--- src/camEdgePkg.sv ---
package camEdgePkg;

  // ========================================
  // Pixel and coordinate types
  // ========================================
  typedef logic [11:0] pixelT;
  typedef logic [15:0] coordT;
  typedef logic [31:0] frameCountT;

  // One raw line fits in a line buffer
  localparam int lineDepth = 1024;
  typedef logic [9:0] lineAddrT;

  // ========================================
  // APB register map
  // ========================================
  typedef logic [3:0]  apbAddrT;
  typedef logic [31:0] apbDataT;

  localparam apbAddrT regCtrl   = 4'h0;
  localparam apbAddrT regView   = 4'h4;
  localparam apbAddrT regFrames = 4'h8;
  localparam apbAddrT regStatus = 4'hC;

  // Output stream selection
  typedef enum logic [2:0] {
    viewRaw   = 3'd0,
    viewGray  = 3'd1,
    viewHoriz = 3'd2,
    viewVert  = 3'd3,
    viewEdges = 3'd4
  } viewModeT;

endpackage

--- src/ctrlRegs.sv ---
`timescale 1ns/1ps

module ctrlRegs
  import camEdgePkg::*;
(
  input  logic       D5M_PIXLCLK,
  input  logic       rst,
  input  logic       psel,
  input  logic       penable,
  input  logic       pwrite,
  input  apbAddrT    paddr,
  input  apbDataT    pwdata,
  output apbDataT    prdata,
  output logic       pready,
  output logic       pslverr,
  input  frameCountT frameCount,
  input  logic       armed,
  input  logic       capturing,
  output logic       armReq,
  output logic       disarmReq,
  output viewModeT   viewMode
);

  logic access;
  logic addrHit;
  logic writeEn;

  // Access phase of a zero-wait transfer
  assign access = psel && penable;

  assign addrHit = (paddr == regCtrl) || (paddr == regView) ||
                   (paddr == regFrames) || (paddr == regStatus);

  assign pready  = 1'b1;
  assign pslverr = access && !addrHit;
  assign writeEn = access && pwrite && addrHit;

  // ========================================
  // Write side
  // ========================================
  always_ff @(posedge D5M_PIXLCLK)
  begin
    if (rst)
    begin
      armReq    <= 1'b0;
      disarmReq <= 1'b0;
      viewMode  <= viewRaw;
    end
    else
    begin
      // Command bits give single-cycle pulses
      armReq    <= writeEn && (paddr == regCtrl) && pwdata[0];
      disarmReq <= writeEn && (paddr == regCtrl) && pwdata[1];
      if (writeEn && (paddr == regView))
      begin
        viewMode <= viewModeT'(pwdata[2:0]);
      end
    end
  end

  // Read mux
  // CTRL reads as zero
  always_comb
  begin
    prdata = '0;
    case (paddr)
      regView:   prdata = apbDataT'(viewMode);
      regFrames: prdata = frameCount;
      regStatus: prdata = {30'd0, capturing, armed};
      default:   prdata = '0;
    endcase
  end

endmodule

--- config.mk ---
export PLATFORM = sky130hd
export DESIGN_NAME = ctrlRegs
export DESIGN_NICKNAME = d
export VERILOG_FILES = /design/src/camEdgePkg.sv /design/src/ctrlRegs.sv
export SDC_FILE = /design/constraint.sdc
export NUM_CORES = 1
export LEC_CHECK = 0
export ABC_AREA = 0
export BUFFER_PORTS_ARGS = -buffer_cell sky130_fd_sc_hd__buf_2
export CAP_MARGIN = 20
export CORE_ASPECT_RATIO = 0.9
export CORE_MARGIN = 5
export CORE_UTILIZATION = 24
export CTS_BUF_LIST = sky130_fd_sc_hd__clkbuf_8
export DETAILED_ROUTE_END_ITERATION = 16
export PLACE_DENSITY = 0.83
export SYNTH_ARGS = -nofsm -noshare
export SYNTH_HDL_FRONTEND = slang
export SYNTH_SLANG_ARGS = --single-unit
export TNS_END_PERCENT = 50
--- constraint.sdc ---
create_clock -name D5M_PIXLCLK -period 2.5 [get_ports D5M_PIXLCLK]
set_input_delay 0.75 -clock D5M_PIXLCLK [delete_from_list [all_inputs] [get_ports D5M_PIXLCLK]]
set_output_delay 0.75 -clock D5M_PIXLCLK [all_outputs]
set_load 0.02 [all_outputs]
Yosys cells after proc, flatten, opt, wreduce, memory -nomap -nowiden

Cells that the tools add are included.

Mux-type cells: 1
Equality and inequality tests: 3
Reduce and logical (&&, ||, !) cells: 13

Operator list:

| cell                                                | number |
|---|---|
| case mux 32 bit (3 select lines)                    | 1 |
| equality test 4 bit, second input constant          | 2 |
| logical AND 1 bit                                   | 8 |
| equality test 4 x 3 -> 1 bit, second input constant | 1 |
| zero test 4 bit                                     | 1 |
| logical OR 1 bit                                    | 3 |
| zero test 1 bit                                     | 1 |

Input port bits: 75
Bits in registers: 5
Word-level logic and storage cells: 20

Logic depth before layout (Yosys ltp)

Depth in word-level cells: 7
Depth in mapped cells: 4

Worst setup path after synthesis

OpenSTA, ideal clock, no wires.

Path kind: in2out
From: input port paddr[1]
To: output port prdata[2]
Required time: 1.750 ns
Setup slack: -0.007 ns
Data arrival time: 1.757 ns
Stages on the path: 4
Cells stage by stage: or3_1 > nor2_1 > clkbuf_1 > a22o_1

Longest elaborated chain between the ends: 2

RTL lines:

| item                                                                | line           | RTL |
|---|---|---|
| start, declared                                                     | ctrlRegs.sv:11 | `input apbAddrT paddr,` |
| equality test 4 bit or equality test 4 x 3 -> 1 bit (tied branches) | ctrlRegs.sv:66 | `case (paddr)` |
| case mux 32 bit (3 select lines) *                                  | ctrlRegs.sv:66 |  |
| end, declared                                                       | ctrlRegs.sv:13 | `output apbDataT prdata,` |

Mark *: on every way between the ends. The rest lies on a longest branch, timed or not.

Worst setup path after layout

From: input port paddr[1]
To: output port prdata[5]

The elaborated chain is that of the path after synthesis.

==> metrics.md <==
| Metric | Value |
|---|---|
| FMAX | 0.390 GHz |
| RSZ-0062 raised after global routing | yes |
| Startpoint types | primary input |
| Clock tree root buffer cell | clkbuf_8 |
| Fillers | 179 |
| Cell row count | 15 |
| FFs w/ async S/R, synth | 0 |
| Share of cells above drive strength 1 | 0.725 |
| Reg clk slew, reported paths | 0.04 ns |
| DP HPWL | 1970 um |
| Per-cell routed wire length | 14.6 um |
| Final antenna-violating net count | 0 |
| Placed cell area | 980 um^2 |
| Synth cell count leaders | and2_1 (29), nand2b_1 (6), dfxtp_1 (5) |
| Netlist cell types | 21 |
| Worst clock skew | 0 ns |
| Placer Congestion | 0.713 |
| Core Area | 0.00197 mm^2 |
| Drt drc | 0 |
| TritonCTS clock tree | built |
| Synth Cell Area | 512 um^2 |
| Num Clock Sinks | 5 |
| Violated checks | negative setup slack |
| Port Buffers | 83 |
| Top cells by area, synth | and2_1 (35%), dfxtp_1 (20%), nand2b_1 (7.3%), mux2i_1 (5.9%), mux2_2 (4.4%) |
| Maximum number of pins on one net before global-route repair | 16 |
| Hold Crit Class | register to register |
| DR pass1 iterations | 2 |
| Min setup slack post-route | -0.0659 ns |
| Dpl ws | -0.166 ns |
| Share of the synthesized area in the top cell type | 0.355 |
| Top-count cell post-synth | and2_1 |
| Worst EP required | 1.75 ns |
| Maximum vdd ir drop | 0.248 mV |
| Total global routing overflow | 0 |
| Die Span X | 58.7 um |
| Synth Net Count | 144 |
| Main flop type after synthesis | dfxtp_1 |
| Area Growth Syn to Fin | 152% |
| Diodes inserted | 0 |
| YS warnings | 0 |
| Final Hold Fails | 0 |
| Vias in the first global route | 830 |
| Final Util | 0.655 |
| Post-synth top area cell | and2_1 |
| Data arrival time of the critical path | 1.82 ns |
| Result of the run | finished with violations |
| H-tree depth | 1 |
| Final wirelength | 2700 um |
| First-pass GRT wire length | 3560 um |
| Clk buf depth | 2 |
| Via/cell ratio | 4.37 |
| Pwr Density | 261 mW/mm^2 |
| # IOs | 114 |
| Crit path max fanout | 7 |
| Final setup viols | 30 |
| Setup bufs post-CTS | 0 |
| Starting Density | 0.260 |
| Mean Syn Cell Area | 7.42 um^2 |
| Gr usage total | 0.148 |
| Slew Limit Fails | 0 |
| LEAKAGE | 0.000712 uW |
| Clk_lat worst skew | 0.22 ns |
| Die Height | 53.8 um |
| Drt first-iter violations | 14 |
| Num CTS Buffers | 3 |
| Final instance area | 0.00129 mm^2 |
| Max_cap viols | 0 |
| Final worst-path cycle share | 1.03 |
| Sequential share of the synthesized area | 0.196 |
| FF+latch count, synth | 5 |
| Synth Instances | 69 |
| Post-synth EDFFs | 0 |
| CP Class | primary input to output port |
| CP Capture Type | output port |
| Die area | 0.00316 mm^2 |
| Post-layout net count | 236 |
| Initial antenna violation count | 0 |
| Fin crit period | 2.57 ns |
| Vias | 809 |
## worst max-delay path, stage by stage
cell    delay, ns
buf_6        0.09
or3_4        0.39
nor2_4       0.15
buf_4        0.16
and2_1       0.14
buf_6        0.12
## flip-flops by register name, indices dropped and copies added, names as in the netlist
name / flops
armReq: 1
disarmReq: 1
viewMode: 3
## worst paths after layout
check                   start           to  slack [ns]  cells after the start
setup reg to reg  viewMode[0]  viewMode[0]        1.92                      2
hold / removal    viewMode[2]  viewMode[2]        0.48                      2
hold reg to reg   viewMode[2]  viewMode[2]        0.48                      2
setup / recovery     paddr[1]    prdata[5]       -0.07                      6
## logic make-up after synthesis
family / Yosys count / synth area share
buf+inv: 8 / 0.0685
compound gates: 4 / 0.0660
simple gates: 46 / 0.560
mux: 5 / 0.103
flops: 5 / 0.196
other cells: 1 / 0.00733
## through the flow
step / cells / hold slack [ns] / TNS (ns) / power, uW
after floorplan: 69 / 0.555 / 0 / 117
after detailed placement: 178 / 0.490 / -4.31 / 171
after CTS: 184 / 0.489 / -1.71 / 335
after global routing: 185 / 0.507 / -3.30 / 357
after global placement: 178 / 0.476 / -3.66 / 168
final: 185 / 0.482 / -1.44 / 337
## power breakdown
| group | total (uW) | internal [uW] | switching, uW |
|---|---|---|---|
| clock network | 145 | 105 | 39.8 |
| logic | 111 | 63.1 | 47.9 |
| registers | 80.7 | 80.5 | 0.158 |
| total | 337 | 249 | 87.9 |
## placed cells by master (no fill, tap or decap)
cell	n
buf_2	52
buf_6	30
and2_4	16
and2_1	13
buf_4	10
nand2b_1	6
dfxtp_1	5
inv_1	4
mux2i_1	3
clkbuf_8	3
mux2_2	2
a22oi_1	2
nor3_1	2
nor2_1	2
or3_4	1
nor2_4	1
nor2b_1	1
nor4b_1	1
a22o_1	1
o211a_1	1
and4_1	1
nand3_1	1
or4_4	1
conb_1	1
## layout make-up
type                       count  area [um^2]  area share
clock buffer                   3         41.3      0.0320
timing repair buffer          92          673       0.522
multi-input combinational     56          429       0.333
inverter                       3         11.3     0.00873
sequential                     5          100      0.0776
tap                           25         31.3      0.0242
clock inverter                 1         3.75     0.00291
## per-layer routing
layer  wire [um]  vias up  track usage
li1            -      404            -
met1         915      372        0.156
met2        1630       33        0.294
met3         148        0       0.0216
met4           0        0       0.0566
met5           0        -            0
## repair_timing
action / CTS / global route
hold buffers: 0 / 0
endpoints found under the setup margin: 30 / 30
pin swaps: 3 / 15
cloned: 2 / 1
resized for setup: 61 / 21
No activity file was read; power rests on OpenSTA's default activity.
