## config.mk

```make
export PLATFORM = sky130hd
export DESIGN_NAME = frameCapture
export DESIGN_NICKNAME = d
export VERILOG_FILES = /design/src/camEdgePkg.sv /design/src/frameCapture.sv
export SDC_FILE = /design/constraint.sdc
export NUM_CORES = 1
export LEC_CHECK = 0
export BUFFER_PORTS_ARGS = -buffer_cell sky130_fd_sc_hd__buf_2
export CORE_ASPECT_RATIO = 0.6
export CORE_MARGIN = 4
export CORE_UTILIZATION = 54
export DETAILED_ROUTE_END_ITERATION = 12
export PLACE_DENSITY_LB_ADDON = 0.08
export RECOVER_POWER = 100
export REMOVE_ABC_BUFFERS = 1
export SLEW_MARGIN = 20
export SYNTH_ARGS = -nofsm -noshare
export SYNTH_HDL_FRONTEND = slang
export SYNTH_SLANG_ARGS = --single-unit
```

## constraint.sdc

```tcl
create_clock -name D5M_PIXLCLK -period 3.3 [get_ports D5M_PIXLCLK]
set_input_delay 0.66 -clock D5M_PIXLCLK [delete_from_list [all_inputs] [get_ports D5M_PIXLCLK]]
set_output_delay 0.66 -clock D5M_PIXLCLK [all_outputs]
set_load 0.03 [all_outputs]
```

## src/camEdgePkg.sv

```systemverilog
package camEdgePkg;

  // ========================================
  // Pixel and coordinate types
  // ========================================
  typedef logic [11:0] pixelT;
  typedef logic [15:0] coordT;
  typedef logic [31:0] frameCountT;

  // One raw line fits in a line buffer
  localparam int lineDepth = 1024;
  typedef logic [9:0] lineAddrT;

  // ========================================
  // APB register map
  // ========================================
  typedef logic [3:0]  apbAddrT;
  typedef logic [31:0] apbDataT;

  localparam apbAddrT regCtrl   = 4'h0;
  localparam apbAddrT regView   = 4'h4;
  localparam apbAddrT regFrames = 4'h8;
  localparam apbAddrT regStatus = 4'hC;

  // Output stream selection
  typedef enum logic [2:0] {
    viewRaw   = 3'd0,
    viewGray  = 3'd1,
    viewHoriz = 3'd2,
    viewVert  = 3'd3,
    viewEdges = 3'd4
  } viewModeT;

endpackage

```

## src/frameCapture.sv

```systemverilog
`timescale 1ns/1ps

module frameCapture
  import camEdgePkg::*;
(
  input  logic       D5M_PIXLCLK,
  input  logic       rst,
  input  pixelT      D5M_D,
  input  logic       D5M_FVAL,
  input  logic       D5M_LVAL,
  input  logic       armReq,
  input  logic       disarmReq,
  output logic       armed,
  output logic       capturing,
  output pixelT      rawPix,
  output logic       rawValid,
  output coordT      pixX,
  output coordT      pixY,
  output frameCountT frameCount
);

  pixelT dReg;
  logic  fvalReg, lvalReg;
  logic  prevFval, prevLval;
  coordT xNext, yCur;
  coordT colNow, rowNow;
  logic  startNow, fvalFall, lineDone, pixelValid;

  // Edges of the registered sync pins
  assign startNow   = fvalReg && !prevFval && armed;
  assign fvalFall   = prevFval && !fvalReg;
  assign lineDone   = prevLval && !lvalReg && capturing;
  assign pixelValid = fvalReg && lvalReg && (capturing || startNow);

  // First pixel of a frame may coincide with its start
  assign colNow = startNow ? '0 : xNext;
  assign rowNow = startNow ? '0 : yCur;

  // ========================================
  // Control state
  // ========================================
  always_ff @(posedge D5M_PIXLCLK)
  begin
    if (rst)
    begin
      fvalReg    <= 1'b0;
      lvalReg    <= 1'b0;
      prevFval   <= 1'b0;
      prevLval   <= 1'b0;
      armed      <= 1'b0;
      capturing  <= 1'b0;
      rawValid   <= 1'b0;
      xNext      <= '0;
      yCur       <= '0;
      frameCount <= '0;
    end
    else
    begin
      fvalReg  <= D5M_FVAL;
      lvalReg  <= D5M_LVAL;
      prevFval <= fvalReg;
      prevLval <= lvalReg;
      // Disarm has priority
      if (disarmReq)
        armed <= 1'b0;
      else if (armReq)
        armed <= 1'b1;
      if (startNow)
        capturing <= 1'b1;
      else if (fvalFall)
        capturing <= 1'b0;
      if (fvalFall && capturing)
        frameCount <= frameCount + 1'b1;
      rawValid <= pixelValid;
      if (pixelValid)
        xNext <= colNow + 1'b1;
      else if (lineDone || startNow)
        xNext <= '0;
      // Only lines that carried pixels advance the row
      if (startNow)
        yCur <= '0;
      else if (lineDone && (xNext != '0))
        yCur <= yCur + 1'b1;
    end
  end

  // Pixel data path
  always_ff @(posedge D5M_PIXLCLK)
  begin
    dReg   <= D5M_D;
    rawPix <= dReg;
    pixX   <= colNow;
    pixY   <= rowNow;
  end

endmodule

```

## Word-level counts from Yosys, hierarchy flattened

Index checks and enable logic that the tools add are counted.

| cells by class | value |
|---|---|
| $add $sub $neg | 3 |
| multipliers | 0 |
| div/mod/pow operators | 0 |
| magnitude comparators | 0 |
| equal/unequal tests | 0 |
| shift-type cells | 0 |
| muxes and demuxes | 5 |
| bitwise operators | 0 |
| reduce and logical (&&, ||, !) cells | 19 |

Operators with widths:

| operator | count |
|---|---|
| $mux W16 | 3 |
| $add A16 B1 Y16 const B | 2 |
| $add A32 B1 Y32 const B | 1 |
| $reduce_bool A16 Y1 | 1 |
| $logic_and A1 B1 Y1 | 9 |
| $reduce_bool A2 Y1 | 2 |
| $reduce_or A2 Y1 | 2 |
| $logic_not A1 Y1 | 3 |
| $logic_or A1 B1 Y1 | 2 |
| $mux W1 | 2 |

| storage, ports and cells | value |
|---|---|
| register bits after elaboration | 127 |
| bits in latches | 0 |
| memory bits (writable) | 0 |
| bits in read-only memories | 0 |
| bits of input ports | 18 |
| output and inout port bits | 79 |
| word-level logic and storage cells | 41 |
| memories kept | 0 |

## Logic depth before layout (Yosys ltp)

| depth | value |
|---|---|
| depth after elaboration | 6 |
| mapped depth | 10 |
| gate-level depth less buffers | 8 |

## Worst setup path after synthesis

OpenSTA, ideal clock, no wires.

| path | value |
|---|---|
| path type | reg2reg |
| from | reg armed |
| to | reg xNext[14] |
| library setup time | 117 ps |
| data arrival time | 2364 ps |
| data required time | 3183 ps |
| path slack | 819 ps |
| stages on the path, launching flop included | 11 |
| buffers on the path | 2 |
| clock period less this slack | 2481 ps |
| path through | dfxtp_1 nand3b_1 clkbuf_1 clkbuf_1 and2_1 ha_1 nand3_1 or3_1 nor3_1 o21bai_1 a32o_1 |

| on the way | value |
|---|---|
| longest elaborated chain between the ends | 4 |
| elaborated cells on any way between the ends | 8 |
| classes of those cells | 1 x add/sub; 2 x mux; 5 x reduce/logical |

RTL lines:

| item | RTL line | RTL |
|---|---|---|
| start: declaration | frameCapture.sv:13 | `output logic armed,` |
| start signal: assignment | frameCapture.sv:50 | `armed <= 1'b0;` |
| start signal: assignment | frameCapture.sv:65 | `armed <= 1'b0;` |
| start signal: assignment | frameCapture.sv:67 | `armed <= 1'b1;` |
| $logic_and A1 B1 Y1 | frameCapture.sv:30 | `assign startNow = fvalReg && !prevFval && armed;` |
| $mux W16 | frameCapture.sv:36 | `assign colNow = startNow ? '0 : xNext;` |
| via colNow[1] | frameCapture.sv:26 | `coordT colNow, rowNow;` |
| $add A16 B1 Y16 | frameCapture.sv:76 | `xNext <= colNow + 1'b1;` |
| $mux W16 | frameCapture.sv:75 | `if (pixelValid)` |
| end signal: assignment | frameCapture.sv:76 |  |
| end: declaration | frameCapture.sv:25 | `coordT xNext, yCur;` |

The timed path passes the listed nets, and every way through them passes these cells.
A chain may end at the register's enable or synchronous reset.

## Worst setup path after layout

| path | value |
|---|---|
| from | reg prevFval |
| to | reg xNext[12] |

| on the way | value |
|---|---|
| longest elaborated chain between the ends | 6 |
| elaborated cells on any way between the ends | 10 |
| classes of those cells | 1 x add/sub; 2 x mux; 7 x reduce/logical |

RTL lines:

| item | RTL line | RTL |
|---|---|---|
| start: declaration | frameCapture.sv:24 | `logic prevFval, prevLval;` |
| start signal: assignment | frameCapture.sv:61 | `prevFval <= fvalReg;` |
| $logic_not A1 Y1 * | frameCapture.sv:30 |  |
| $logic_and A1 B1 Y1 * (2 in a row) | frameCapture.sv:30 |  |
| $mux W16 / $logic_or A1 B1 Y1 (equally long branches) | frameCapture.sv:36, frameCapture.sv:33 |  |
| $add A16 B1 Y16 / $logic_and A1 B1 Y1 (equally long branches) | frameCapture.sv:76, frameCapture.sv:33 |  |
| $mux W16 / $reduce_bool A2 Y1 (equally long branches) | - |  |

Every way passes the cells marked *; elsewhere a longest branch is shown, timed or not.

==> flow_summary.yaml <==
status:
  outcome: "finished, final reports clean"
yosys:
  ys_ff_latch: 127
  synth_cell_type_count: 46
  ys.flop_type: "dfxtp_1"
  yosys_warnings: 0
  yosys-top-cells-count: "127 x dfxtp_1, 66 x nor2_1, 39 x xor2_1"
  yosysTopAreaCell: "dfxtp_1"
  netlist.area_leader.share: 0.552
  synth.most_common_cell: "dfxtp_1"
  ys_seq_area_frac: 0.552
  synth-edff-count: 0
  synthArstFlopShare: 0
  synthTopCellsByArea: "dfxtp_1 55%, xor2_1 7.4%, nor2_1 5.4%"
  syn-instance-count: 467
  syn_area_per_cell_sq_um: 9.86
  synth_area_sq_mm: 0.00460
worst_hold_path:
  holdPathEnd: "rawPix[7]"
  hold_class: "reg -> reg"
  hold_start: "dReg[7]"
  hold_depth: 0
placement:
  gp_congestion: 0.913
  placed_area_sq_mm: 0.00516
  port_buffers: 96
  dpl.cell_count: 660
  hpwl_mm: 7.13
  pre_cts_ws_ps: 1020
sta:
  rsz0062_at_grt: "no"
  hold_viol: 0
  fin_skew_ps: 5.93
  max_freq_mhz: 386
  fin_crit_ps: 2590
  setup_tns_ps: 0
  finalCritPeriodShare: 0.784
  tightestPinTransition_ps: 1210
  hold_ws_ps: 325
  slew_violations: 0
  setup_violations: 0
  setup_ws_ps: 711
  slew_headroom: 0.187
routing:
  met1_length_mm: 5.17
  met2WireLength_mm: 4.47
  remaining_drc_errors: 0
  routedWlPerCell_um: 15.4
  routed.top_layer: "met4"
  routed_wirelength_mm: 10.6
  wl_met3_um: 901
  drt_iter0_markers: 241
  postRouteAntennaNets: 0
  first_pass_iters: 5
  vias: 3712
  drt-vias-per-instance: 5.36
critical_path:
  arrival_ps: 2940
  rr_worst_depth: 6
  r2r_end: "xNext[12]"
  crit_type: "reg -> reg"
  reg2reg_slack_ps: 710
  end_kind: "register"
  crit_fanout: 30
  timing.rr.start: "prevFval"
  startpoint_type: "register"
  cp.required_ps: 3650
layout:
  instances_no_fill: 692
  syn_to_final_growth_pct: 22.8
  drive_above_1_share: 0.0959
  final_util: 0.700
  layout.nets: 592
  diodes: 0
  final_area_sq_mm: 0.00565
pwr:
  power_frac_seq: 0.445
  combPwrFrac: 0.019
  switching_share: 0.209
  power_leakage_nw: 2.19
  vdd_drop_max_v: 0.000378
  p_clk_frac: 0.536
  fin_total_pwr_mw: 3.51
  intPower_mw: 2.78
  p_sw_uw: 735
  power.density_mw_per_mm2: 621
clocking:
  root_buffer: "clkbuf_16"
  cts_buffer_depth: 2
  cts_tree: "yes"
  clk_pin_slew_ps: 60
  insertion_delay_ps: 410
  cts.sinks: 127
  cts_resized: 0
  htreeDepth: 4
  cts_setup_buffers: 0
  holdBufCountCts: 0
  cts_buffers: 17
global_routing:
  grt_pass1_wl_mm: 17.2
  grt_max_degree: 47
  grt_pass1_vias: 3425
  grt_usage: 0.218
  grt_overflow: 0
  antenna_found_initial: 0
floorplanning:
  io_pins: 97
  start_util: 0.570
  fp.coreArea_sq_mm: 0.00807
  die_w_um: 127
  rows: 25
  die_h_um: 79.5
  dieArea_sq_mm: 0.0101
job:
  drv_cap: 0
power by group through the flow:
stage	sequential [mW]	clock, mW	combinational [mW]
finish	1.56	1.88	0.0672
global route	1.56	1.99	0.0725
CTS	1.56	1.91	0.0706
detailed placement	1.59	0	0.0698
global placement	1.59	0	0.0687
floorplan	1.61	0	0.0165
metal layers:
| metal | GRT usage | vias to the layer above |
|---|---|---|
| li1 | - | 1825 |
| met1 | 0.302 | 1735 |
| met2 | 0.310 | 145 |
| met3 | 0.0729 | 7 |
| met4 | 0.0910 | 0 |
| met5 | 0 | - |
logic make-up (layout without fill, tap and decap cells):
logic type | Yosys count | after routing | synth area share
compound gates | 41 | 41 | 0.0579
xor+xnor | 45 | 45 | 0.0856
fa+ha+maj | 3 | 3 | 0.00816
buf+inv | 23 | 140 | 0.0242
flops | 127 | 127 | 0.552
mux | 3 | 3 | 0.00652
simple gates | 225 | 225 | 0.265
worst max path at each step:
stage	cells past startpoint	slack, ps	to	startpoint
CTS	6	990	xNext[12]	prevFval
finish	6	710	xNext[12]	prevFval
global placement	8	1090	xNext[14]	prevFval
global route	6	550	xNext[12]	prevFval
detailed placement	6	1020	xNext[13]	fvalReg
floorplan	5	880	xNext[13]	armed
cell type report:
class / instances / area (sq um)
Clock inverter: 14 / 168
Sequential cell: 127 / 2540
Timing Repair Buffer: 99 / 402
Inverter: 9 / 33.8
Tap cell: 108 / 135
Clock buffer: 18 / 439
Fill cell: 647 / 2420
Multi-Input combinational cell: 317 / 1930
flip-flops by register name, summed over array words and instances (netlist names), 12 cells and up:
signal / count
frameCount: 32
rawPix: 12
pixX: 16
yCur: 16
dReg: 12
xNext: 16
pixY: 16
critical path, cell delays in order, from the launching register on:
cell and delay, ps:
dfxtp_1 390, nand3b_1 300, buf_4 350, nand2b_1 380
a21oi_1 750, o21bai_1 210, a32o_1 140
placed cells by master, fill, tap and decap left out, types with 6 or more instances in the layout:
cell and count:
dfxtp_1 127, clkbuf_1 81, nor2_1 66, xor2_1 39
nand2_1 30, nand4_1 25, nand3_1 17, clkbuf_16 17
and2_0 15, and2_1 15, buf_2 15, a21oi_1 13
and3_1 11, nor3_1 10, o21ai_0 10, inv_1 9
nor4_1 6, xnor2_1 6
Power figures use the tool's default switching activity.
