[config.mk]
export PLATFORM = sky130hd
export DESIGN_NAME = viewSelect
export DESIGN_NICKNAME = d
export VERILOG_FILES = /design/src/camEdgePkg.sv /design/src/viewSelect.sv
export SDC_FILE = /design/constraint.sdc
export NUM_CORES = 1
export LEC_CHECK = 0
export ABC_AREA = 1
export BUFFER_PORTS_ARGS = -buffer_cell sky130_fd_sc_hd__buf_2
export CAP_MARGIN = 40
export CORE_ASPECT_RATIO = 1.25
export CORE_MARGIN = 4
export CORE_UTILIZATION = 36
export CTS_CLUSTER_SIZE = 8
export DETAILED_ROUTE_END_ITERATION = 7
export PLACE_DENSITY = 0.83
export SYNTH_ARGS = -nofsm -noshare
export SYNTH_HDL_FRONTEND = slang
export SYNTH_SLANG_ARGS = --single-unit
[constraint.sdc]
create_clock -name D5M_PIXLCLK -period 2 [get_ports D5M_PIXLCLK]
set_clock_uncertainty 0.15 [all_clocks]
set_input_delay 0.3 -clock D5M_PIXLCLK [delete_from_list [all_inputs] [get_ports D5M_PIXLCLK]]
set_output_delay 0.3 -clock D5M_PIXLCLK [all_outputs]
set_load 0.02 [all_outputs]
[src/camEdgePkg.sv]
package camEdgePkg;

  // ========================================
  // Pixel and coordinate types
  // ========================================
  typedef logic [11:0] pixelT;
  typedef logic [15:0] coordT;
  typedef logic [31:0] frameCountT;

  // One raw line fits in a line buffer
  localparam int lineDepth = 1024;
  typedef logic [9:0] lineAddrT;

  // ========================================
  // APB register map
  // ========================================
  typedef logic [3:0]  apbAddrT;
  typedef logic [31:0] apbDataT;

  localparam apbAddrT regCtrl   = 4'h0;
  localparam apbAddrT regView   = 4'h4;
  localparam apbAddrT regFrames = 4'h8;
  localparam apbAddrT regStatus = 4'hC;

  // Output stream selection
  typedef enum logic [2:0] {
    viewRaw   = 3'd0,
    viewGray  = 3'd1,
    viewHoriz = 3'd2,
    viewVert  = 3'd3,
    viewEdges = 3'd4
  } viewModeT;

endpackage

[src/viewSelect.sv]
`timescale 1ns/1ps

module viewSelect
  import camEdgePkg::*;
(
  input  logic     D5M_PIXLCLK,
  input  logic     rst,
  input  viewModeT viewMode,
  input  pixelT    rawPix,
  input  logic     rawValid,
  input  pixelT    gray,
  input  logic     grayValid,
  input  pixelT    horizEdge,
  input  pixelT    vertEdge,
  input  logic     edgeValid,
  output pixelT    pixOut,
  output logic     pixValid
);

  pixelT selPix;
  logic  selValid;

  // Unknown modes fall back to raw
  always_comb
  begin
    case (viewMode)
      viewGray:
      begin
        selPix   = gray;
        selValid = grayValid;
      end
      viewHoriz:
      begin
        selPix   = horizEdge;
        selValid = edgeValid;
      end
      viewVert:
      begin
        selPix   = vertEdge;
        selValid = edgeValid;
      end
      viewEdges:
      begin
        selPix   = horizEdge | vertEdge;
        selValid = edgeValid;
      end
      default:
      begin
        selPix   = rawPix;
        selValid = rawValid;
      end
    endcase
  end

  always_ff @(posedge D5M_PIXLCLK)
  begin
    if (rst)
      pixValid <= 1'b0;
    else
      pixValid <= selValid;
  end

  always_ff @(posedge D5M_PIXLCLK)
  begin
    pixOut <= selPix;
  end

endmodule

; ---- Yosys cells after proc, flatten, opt, wreduce, memory -nomap -nowiden
; Cells that the tools add are included.
[totals]
reg_bits = 13
inputBits = 56
out_inout_bits = 13
[op_classes]
eq_ne = 4
n_mux = 2
bitwise_logic = 1
reduce_logical = 1
[ops]
columns = op, count
row1 = 12-bit one-hot mux with 4 select lines, 1
row2 = 12-bit OR, 1
row3 = "3-bit by 2-bit equality test with 1-bit output, second input constant", 2
row4 = "3-bit by 1-bit equality test with 1-bit output, second input constant", 1
row5 = "3-bit equality test, second input constant", 1
row6 = 3-bit OR reduction, 1
row7 = 1-bit one-hot mux with 2 select lines, 1

; ---- Depth between registers and ports, before layout
; Gate-level depths: netlist of run 1.
[depth]
ltp_word = 3
depth_mapped = 7
depth_no_buf = 6

; ---- Least setup slack after synthesis of run 1
; No wires, ideal clock.
[synth_path]
path_kind = input to register
startpoint = in viewMode[1]
endpoint = reg pixOut[0]
setup_ns = 0.125
arrival_ns = 0.830
required_ns = 1.725
setup_slack_ns = 0.895
cell_stages = 7
path_cell_list = inv_2 > nand3_1 > nand2_2 > nor2_4 > buf_6 > nand2_1 > nand4_1
[synth_via]
elab_chain_cells = 2
[synth_lines]
columns = item, line_no
row1 = "start, declared", viewSelect.sv:8  ; input viewModeT viewMode,
row2 = "3-bit equality test, or another cell as far along", viewSelect.sv:26  ; case (viewMode)
row3 = 12-bit one-hot mux with 4 select lines *, viewSelect.sv:26
row4 = via selPix[0], viewSelect.sv:20  ; pixelT selPix;
row5 = "end signal, assigned", viewSelect.sv:65  ; pixOut <= selPix;
row6 = "end, declared", viewSelect.sv:16  ; output pixelT pixOut,
; The timed path passes the listed nets; every way through them passes the cells marked *.
; A chain may end at the register's enable or synchronous reset.

; ---- Worst setup path in the final report of run 1
[layout_path]
startpoint = in viewMode[2]
endpoint = reg pixValid
[layout_via]
elab_chain_cells = 3
[layout_lines]
columns = item, line_no
row1 = 3-bit equality test or 3-bit by 2-bit equality test with 1-bit output (tied branches), viewSelect.sv:26
row2 = 3-bit OR reduction (no source line), -
row3 = 1-bit one-hot mux with 2 select lines *, viewSelect.sv:26
row4 = "end signal, assigned", viewSelect.sv:60  ; pixValid <= selValid;
row5 = "end, declared", viewSelect.sv:17  ; output logic pixValid
; Mark *: on every way between the ends. The rest lies on a longest branch, timed or not.

==> results of run 1 <==
-- stage by stage --
stage / hold slack (ns) / cells / worst slack (ns)
after floorplan: 0.2191 / 97 / 0.8950
after global placement: 0.3128 / 179 / 0.5492
after detailed placement: 0.3149 / 179 / 0.4642
after CTS: 0.02310 / 183 / 0.7517
after global routing: 0.04070 / 183 / 0.6166
final: 0.03360 / 183 / 0.7399
-- power groups by stage --
stage | Clock, mW | Sequential (mW) | Combinational, mW
2_1_floorplan | 0 | 0.350 | 0.0670
6_report | 0.155 | 0.299 | 0.204
3_3_place_gp | 0 | 0.305 | 0.202
3_5_place_dp | 0 | 0.305 | 0.205
4_1_cts | 0.162 | 0.299 | 0.206
5_1_grt | 0.173 | 0.302 | 0.228
-- worst paths after layout --
path | cells past startpoint | from | to
max | 7 | viewMode[2] | pixValid
min | 2 | rst | pixValid
-- cell usage after synthesis --
library cell / number / area share [%]
nor2_4: 1 / 1.8
buf_6: 1 / 1.8
nand2_1: 52 / 30
nor2_1: 1 / 0.58
buf_2: 3 / 2.3
o21ai_0: 1 / 0.78
nand3_2: 1 / 1.6
nand2_2: 2 / 1.9
inv_2: 2 / 1.2
nand4_1: 12 / 12
dfxtp_1: 13 / 40
inv_1: 3 / 1.8
nand3_1: 3 / 2.3
a21oi_1: 2 / 1.6
-- critical path, delay by kind of cell --
kind / cells / cell delay (ns)
buffers and inverters: 2 / 0.17
AND/OR/NAND/NOR: 4 / 0.68
AO/OA/AOI/OAI: 1 / 0.15
-- state kept, by name, summed over array words and instances (netlist names) --
register,flops
pixOut,12
pixValid,1
-- layer usage --
| metal | GRT usage (%) | wire (um) |
|---|---|---|
| met1 | 17.69 | 738 |
| met2 | 30.14 | 1055 |
| met3 | 3.896 | 327 |
| met4 | 10.16 | 38 |
| met5 | 0 | 0 |
-- area by class of cell --
type | instances | area (um^2) | share of cell area [%]
Inverter | 5 | 18.77 | 1.866
Timing Repair Buffer | 68 | 340.3 | 33.83
Tap cell | 18 | 22.52 | 2.239
Clock buffer | 4 | 26.28 | 2.612
Multi-Input combinational cell | 75 | 337.8 | 33.58
Sequential cell | 13 | 260.3 | 25.87
-- logic make-up after synthesis --
| group | count (synthesis) | synth area share (%) |
|---|---|---|
| AND/OR/NAND/NOR | 72 | 50.19 |
| flip-flops | 13 | 40.47 |
| AO/OA/AOI/OAI | 3 | 2.334 |
| buffers and inverters | 9 | 7.003 |
==> qor.yml, run 1 <==
outcome: "finished, final reports clean"
ys_ff_latch: 13
post_cts_resized: 0
cts_root_buffer: "clkbuf_4"
hp-class: "input pin to register"
drt-initial-drc-count: 7
yosysSeqAreaShare_pct: 40.47
ys_warn_count: 0
rsz0062_at_grt: "false"
leakage_nw: 0.5676
cp_max_fo: 13
cp-end-kind: "register"
diodes: 0
grt_use_total_pct: 17.33
cts_made_buffers: 3
die_area_um2: 2531
grt_max_degree: 14
setup_viol: 0
p_per_area_nw_per_um2: 654.3
synth_nets: 153
holdBufCountCts: 0
crit_chain: "buf_2 > inv_2 > nand3_1 > nand2_2 > nor2_4 > nand2_1 > a21oi_1"
p_int_mw: 0.4540
p_seq_share_pct: 45.4
p_switching_mw: 0.2042
dp_hpwl_um: 1771
cpPeakStageDelay_ns: 0.33
finish.utilization_pct: 62.04
power.share.clock_pct: 23.6
slew_headroom_pct: 73.60
slowest_stage: "nor2_4"
setup_tns_ns: 0
switching_share_pct: 31.02
remaining_drc_errors: 0
period_needed_ns: 1.260
fin_nets: 222
combPwrFrac_pct: 31.0
critPathArrivalTime_ns: 1.31
max-vdd-ir-drop_uv: 301.8
grt_pass1_wl_um: 3353
die_y_um: 55.26
viasPerCell: 4.765
total_power_mw: 0.6582
cts_setup_buffers: 0
gp_congestion: 0.6987
first_global_vias: 852
layout_commonest_cell: "buf_2"
fin_area_um2: 1006
postRouteAntennaNets: 0
area_growth_syn_to_layout_pct: 56.42
fillers: 157
syn_area_per_cell_um2: 6.630
synth_cells: 97
cts_sinks: 13
coreArea_um2: 1622
tritoncts: "yes"
worstMarginPinSlew_ns: 0.3950
drv_slew: 0
synth_cell_type_count: 14
vias: 872
drv_cap: 0
fin_crit_sh_pct: 63.01
grt-ovfl-total: 0
cts.clk_slew.worst_paths_ns: 0.07
drt-total-wl_um: 2159
rows: 16
wl_per_cell_um: 11.80
critPathLaunchType: "input pin"
synth_area_um2: 643.1
crit_type: "input pin to register"
hold_viol: 0
drt_first_pass_iters: 4
fmax_mhz: 793.6
final_cell_mix: "buf_2 (68), nand2_1 (52), dfxtp_1 (13)"
pin_count: 69
antenna_found_initial: 0
placed_area_um2: 979.7
die_w_um: 45.81
clock_path_buffers: 2
htree_levels: 1
port_buffers: 68
initial_core_util_pct: 39.66
drive_gt1_share_pct: 46.67
cp.required_ns: 2.05
(Power assumes the default switching activity.)
==> run 2, diff against run 1 <==
Settings changed: CORE_UTILIZATION 36 to 33, PLACE_DENSITY 0.83 to 0.77.
Clock period 2 ns to 1.2 ns, I/O delays scaled along.
==> qor.yml, run 2 (synthesis gave the netlist of run 1 again) <==
fillers: 97  # was 157
worstMarginPinSlew_ns: 0.3870  # was 0.3950 ns
htree_levels: 1  # unchanged
grt_max_degree: 13  # was 14
viasPerCell: 4.895  # was 4.765
critical_path.top_delay_family: "flip-flops"  # was simple AND/OR/NAND/NOR gates
use_met1_pct: 28.68  # was 17.69%
antenna_found_initial: 0  # unchanged
fin_crit_sh_pct: 92.92
tritoncts: "yes"  # unchanged
drt_first_pass_iters: 6  # was 4
vias: 1165  # was 872
drv_cap: 0  # unchanged
grt.busiest_layer: "met2"  # unchanged
gp_congestion: 0.6781  # was 0.6987
critPathArrivalTime_ns: 0.79  # was 1.31 ns
port_buffers: 68  # unchanged
leakage_nw: 0.7962  # was 0.5676 nW
outcome: "finished, final reports clean"  # unchanged
holdWs_ns: 0.03387  # was 0.03360 ns
period_needed_ns: 1.115
die_y_um: 57.36  # was 55.26 um
cts.clk_slew.worst_paths_ns: 0.08  # was 0.07 ns
clock_path_buffers: 2  # unchanged
rsz0062_at_grt: "false"  # unchanged
reg_top3: "pixOut (12), pixValid (1)"  # unchanged
diodes: 0  # unchanged
drt-total-wl_um: 3672  # was 2159 um
total_power_mw: 1.290  # was 0.6582 mW
drv_slew: 0  # unchanged
gr-usage-met3_pct: 6.940  # was 3.896%
crit_buf_inv: 1  # was 2
die_area_um2: 2724  # was 2531 um^2
largest_register: "pixOut"  # unchanged
grt_pass1_wl_um: 5395  # was 3353 um
cts_root_buffer: "clkbuf_4"  # unchanged
cp.required_ns: 0.87  # was 2.05 ns
rows: 17  # was 16
grt_use_met2_pct: 49.81  # was 30.14%
coreArea_um2: 1808  # was 1622 um^2
final_cell_mix: "buf_2 (68), nand2_1 (52), dlygate4sd3_1 (50)"  # was buf_2 (68), nand2_1 (52), dfxtp_1 (13)
max-vdd-ir-drop_uv: 540.5  # was 301.8 uV
critPathLaunchType: "register"  # was input pin
slowest_stage: "dfxtp_1"  # was nor2_4
cts_made_buffers: 3  # unchanged
die_w_um: 47.49  # was 45.81 um
drive_gt1_share_pct: 36.99  # was 46.67%
initial_core_util_pct: 35.57  # was 39.66%
hp-class: "input pin to register"  # unchanged
grt-ovfl-total: 0  # unchanged
cp-end-kind: "output pin"  # was register
fmax_mhz: 896.8
slew_headroom_pct: 74.17  # was 73.60%
area_growth_syn_to_layout_pct: 139.1  # was 56.42%
layout_commonest_cell: "buf_2"  # unchanged
largest_register_ff_count: 12  # unchanged
first_global_vias: 1182  # was 852
dp_hpwl_um: 1794  # was 1771 um
setup_viol: 0  # unchanged
wl_per_cell_um: 15.43  # was 11.80 um
crit_chain: "buf_2"  # was buf_2 > inv_2 > nand3_1 > nand2_2 > nor2_4 > nand2_1 > a21oi_1
cp_max_fo: 1  # was 13
cts_sinks: 13  # unchanged
pin_count: 69  # unchanged
crit_type: "register to output pin"  # was input pin to register
p_per_area_nw_per_um2: 839.0  # was 654.3 nW/um^2
hold_viol: 0  # unchanged
cpPeakStageDelay_ns: 0.34  # was 0.33 ns
remaining_drc_errors: 0  # unchanged
drt-initial-drc-count: 60  # was 7
postRouteAntennaNets: 0  # unchanged
fin_nets: 276  # was 222
grt_use_total_pct: 27.77  # was 17.33%
==> run 2: final timing paths <==
path,from,depth (start not counted),end
setup / recovery,pixOut[5],1,pixOut[5]
hold / removal,edgeValid,3,pixValid
==> run 2: area by class of cell <==
class	count	area, um^2	area share, %
multi-input combinational	75	337.8	21.97
clock buffer	4	26.28	1.709
inverter	5	18.77	1.221
timing repair buffer	122	870.8	56.63
tap	19	23.77	1.546
sequential	13	260.3	16.92
==> run 2: power by group <==
group / internal, mW / total [mW] / switching, mW
combinational: 0.262 / 0.514 / 0.251
sequential: 0.487 / 0.502 / 0.0151
clock: 0.129 / 0.274 / 0.145
==> run 2: per-layer routing <==
layer	routed length, um	share of wire [%]	vias up
li1	-	-	557
met1	1283	35	508
met2	1775	48	91
met3	546	15	9
met4	67	1.8	0
met5	0	0	-
==> run 2: stage by stage <==
stage	utilization, %	TNS [ns]	setup WS [ns]	cell area, um^2	cells
2_1_floorplan	-	0	0.2150	643.1	97
3_3_place_gp	55.92	0	0.005274	1011	184
3_5_place_dp	55.92	-0.3771	-0.04567	1011	184
4_1_cts	85.05	0	0.1085	1538	238
5_1_grt	85.05	0	0.06473	1538	238
6_report	85.05	0	0.08493	1538	238
==> run 2: what timing repair did <==
item,4_1_cts,5_1_grt
hold buffers,50,0
gates resized for setup,0,0
endpoints found under the hold margin,13,0
buffers inserted,0,0
==> run 3, diff against run 2 <==
Settings changed: ABC_CLOCK_PERIOD_IN_PS from default to 1200, REMOVE_ABC_BUFFERS from default to 1.
==> qor.yml, run 3 (synthesis gave the netlist of run 1 again) <==
fin_area_um2: 1530  # was 1538 um^2
htree_levels: 1  # unchanged
fin_nets: 275  # was 276
switching_share_pct: 33.20  # was 31.92%
fmax_mhz: 884.4  # was 896.8 MHz
drt-total-wl_um: 4081  # was 3672 um
port_buffers: 68  # unchanged
grt_max_degree: 13  # unchanged
combPwrFrac_pct: 39.8  # about the same
power.share.clock_pct: 22.0  # was 21.3%
grt_pass1_wl_um: 6348  # was 5395 um
p_switching_mw: 0.4354  # was 0.4118 mW
hold_viol: 0  # unchanged
cts_root_buffer: "clkbuf_4"  # unchanged
reg_top3: "pixOut (12), pixValid (1)"  # unchanged
p_per_area_nw_per_um2: 857.1  # was 839.0 nW/um^2
leakage_nw: 0.7910  # was 0.7962 nW
tritoncts: "yes"  # unchanged
vias: 1256  # was 1,165
drv_cap: 0  # unchanged
period_needed_ns: 1.131  # was 1.115 ns
rows: 17  # unchanged
drive_gt1_share_pct: 36.70  # was 36.99%
crit_type: "input pin to register"  # was register to output pin
post_cts_resized: 0  # unchanged
clock_path_buffers: 2  # unchanged
drv_slew: 0  # unchanged
initial_core_util_pct: 35.57  # unchanged
worstMarginPinSlew_ns: 0.4298  # was 0.3870 ns
viasPerCell: 5.300  # was 4.895
postRouteAntennaNets: 0  # unchanged
setup_viol: 0  # unchanged
final_cell_mix: "buf_2 (68), nand2_1 (52), dlygate4sd3_1 (50)"  # unchanged
finish.utilization_pct: 84.64  # was 85.05%
die_area_um2: 2724  # unchanged
p_int_mw: 0.8762  # was 0.8783 mW
cp.required_ns: 1.27  # was 0.87 ns
die_y_um: 57.36  # unchanged
slew_headroom_pct: 71.31  # was 74.17%
gp_congestion: 0.6874  # was 0.6781
antenna_found_initial: 0  # unchanged
cts.clk_slew.worst_paths_ns: 0.09  # was 0.08 ns
cts_sinks: 13  # unchanged
first_global_vias: 1353  # was 1,182
p_seq_share_pct: 38.2  # was 38.9%
rsz0062_at_grt: "false"  # unchanged
fillers: 94  # was 97
seq_area_um2: 260.3  # unchanged
max-vdd-ir-drop_uv: 695.1  # was 540.5 uV
drt_first_pass_iters: 4  # was 6
largest_register_ff_count: 12  # unchanged
critPathLaunchType: "input pin"  # was register
largest_register: "pixOut"  # unchanged
diodes: 0  # unchanged
cp-end-kind: "register"  # was output pin
outcome: "finished, final reports clean"  # unchanged
multiInputGateArea_um2: 337.8  # unchanged
cp_max_fo: 12  # was 1
grt-ovfl-total: 0  # unchanged
cts_setup_buffers: 0  # unchanged
placed_area_um2: 1003  # was 1011 um^2
grt_use_total_pct: 32.91  # was 27.77%
drt-initial-drc-count: 49  # was 60
min_delay_path_depth: 3  # unchanged
fin_crit_sh_pct: 94.22  # was 92.92%
coreArea_um2: 1808  # unchanged
critPathArrivalTime_ns: 1.20  # was 0.79 ns
holdBufCountCts: 50  # unchanged
hp-class: "input pin to register"  # unchanged
dp_hpwl_um: 1735  # was 1794 um
pin_count: 69  # unchanged
layout_commonest_cell: "buf_2"  # unchanged
wl_per_cell_um: 17.22  # was 15.43 um
area_growth_syn_to_layout_pct: 137.9  # was 139.1%
cts_made_buffers: 3  # unchanged
die_w_um: 47.49  # unchanged
remaining_drc_errors: 0  # unchanged
-- run 3: cell count changes in the layout (fill, tap and decap cells not counted), sizes merged --
| cell | before | now |
|---|---|---|
| buf | 72 | 71 |
-- run 3: worst paths after layout --
kind | endpoint | startpoint | slack (ns)
setup / recovery | pixOut[7] | viewMode[1] | 0.07
hold / removal | pixValid | edgeValid | 0.12
-- run 3: power groups by stage --
stage	sequential (mW)	combinational, mW	clock, mW
finish	0.501	0.522	0.289
global route	0.505	0.552	0.308
CTS	0.499	0.481	0.287
detailed placement	0.509	0.357	0
global placement	0.508	0.348	0
floorplan	0.584	0.0989	0
-- run 3: worst max-delay path, stage by stage --
cell	delay [ns]
buf_2	0.13
inv_2	0.08
nand3_1	0.15
inv_1	0.37
nand2_1	0.15
nand4_1	0.14
-- run 3: area by class of cell --
cell class                      instances  area share [%]
Timing Repair Buffer                  121           56.42
Multi-Input combinational cell         75           22.08
Sequential cell                        13           17.01
Clock buffer                            4           1.717
Tap cell                               19           1.554
Inverter                                5           1.226
-- run 3: through the flow --
stage / setup slack (ns) / hold WS [ns] / std cells / TNS, ns / power (mW)
detailed placement: -0.09557 / 0.1932 / 183 / -0.8787 / 0.8658
floorplan: 0.1305 / 0.09907 / 93 / 0 / 0.6825
finish: 0.06934 / 0.1197 / 237 / 0 / 1.312
global route: 0.02649 / 0.1078 / 237 / 0 / 1.364
CTS: 0.1039 / 0.03801 / 237 / 0 / 1.268
global placement: -0.01689 / 0.1949 / 183 / -0.1407 / 0.8559
-- run 3: routing by layer --
metal / global-route usage [%] / vias up / part of all wire, %
met5: 0 / - / 0
met4: 15.02 / 0 / 4.2
met3: 11.99 / 24 / 13
met2: 50.96 / 124 / 48
met1: 39.08 / 552 / 35
li1: - / 556 / -
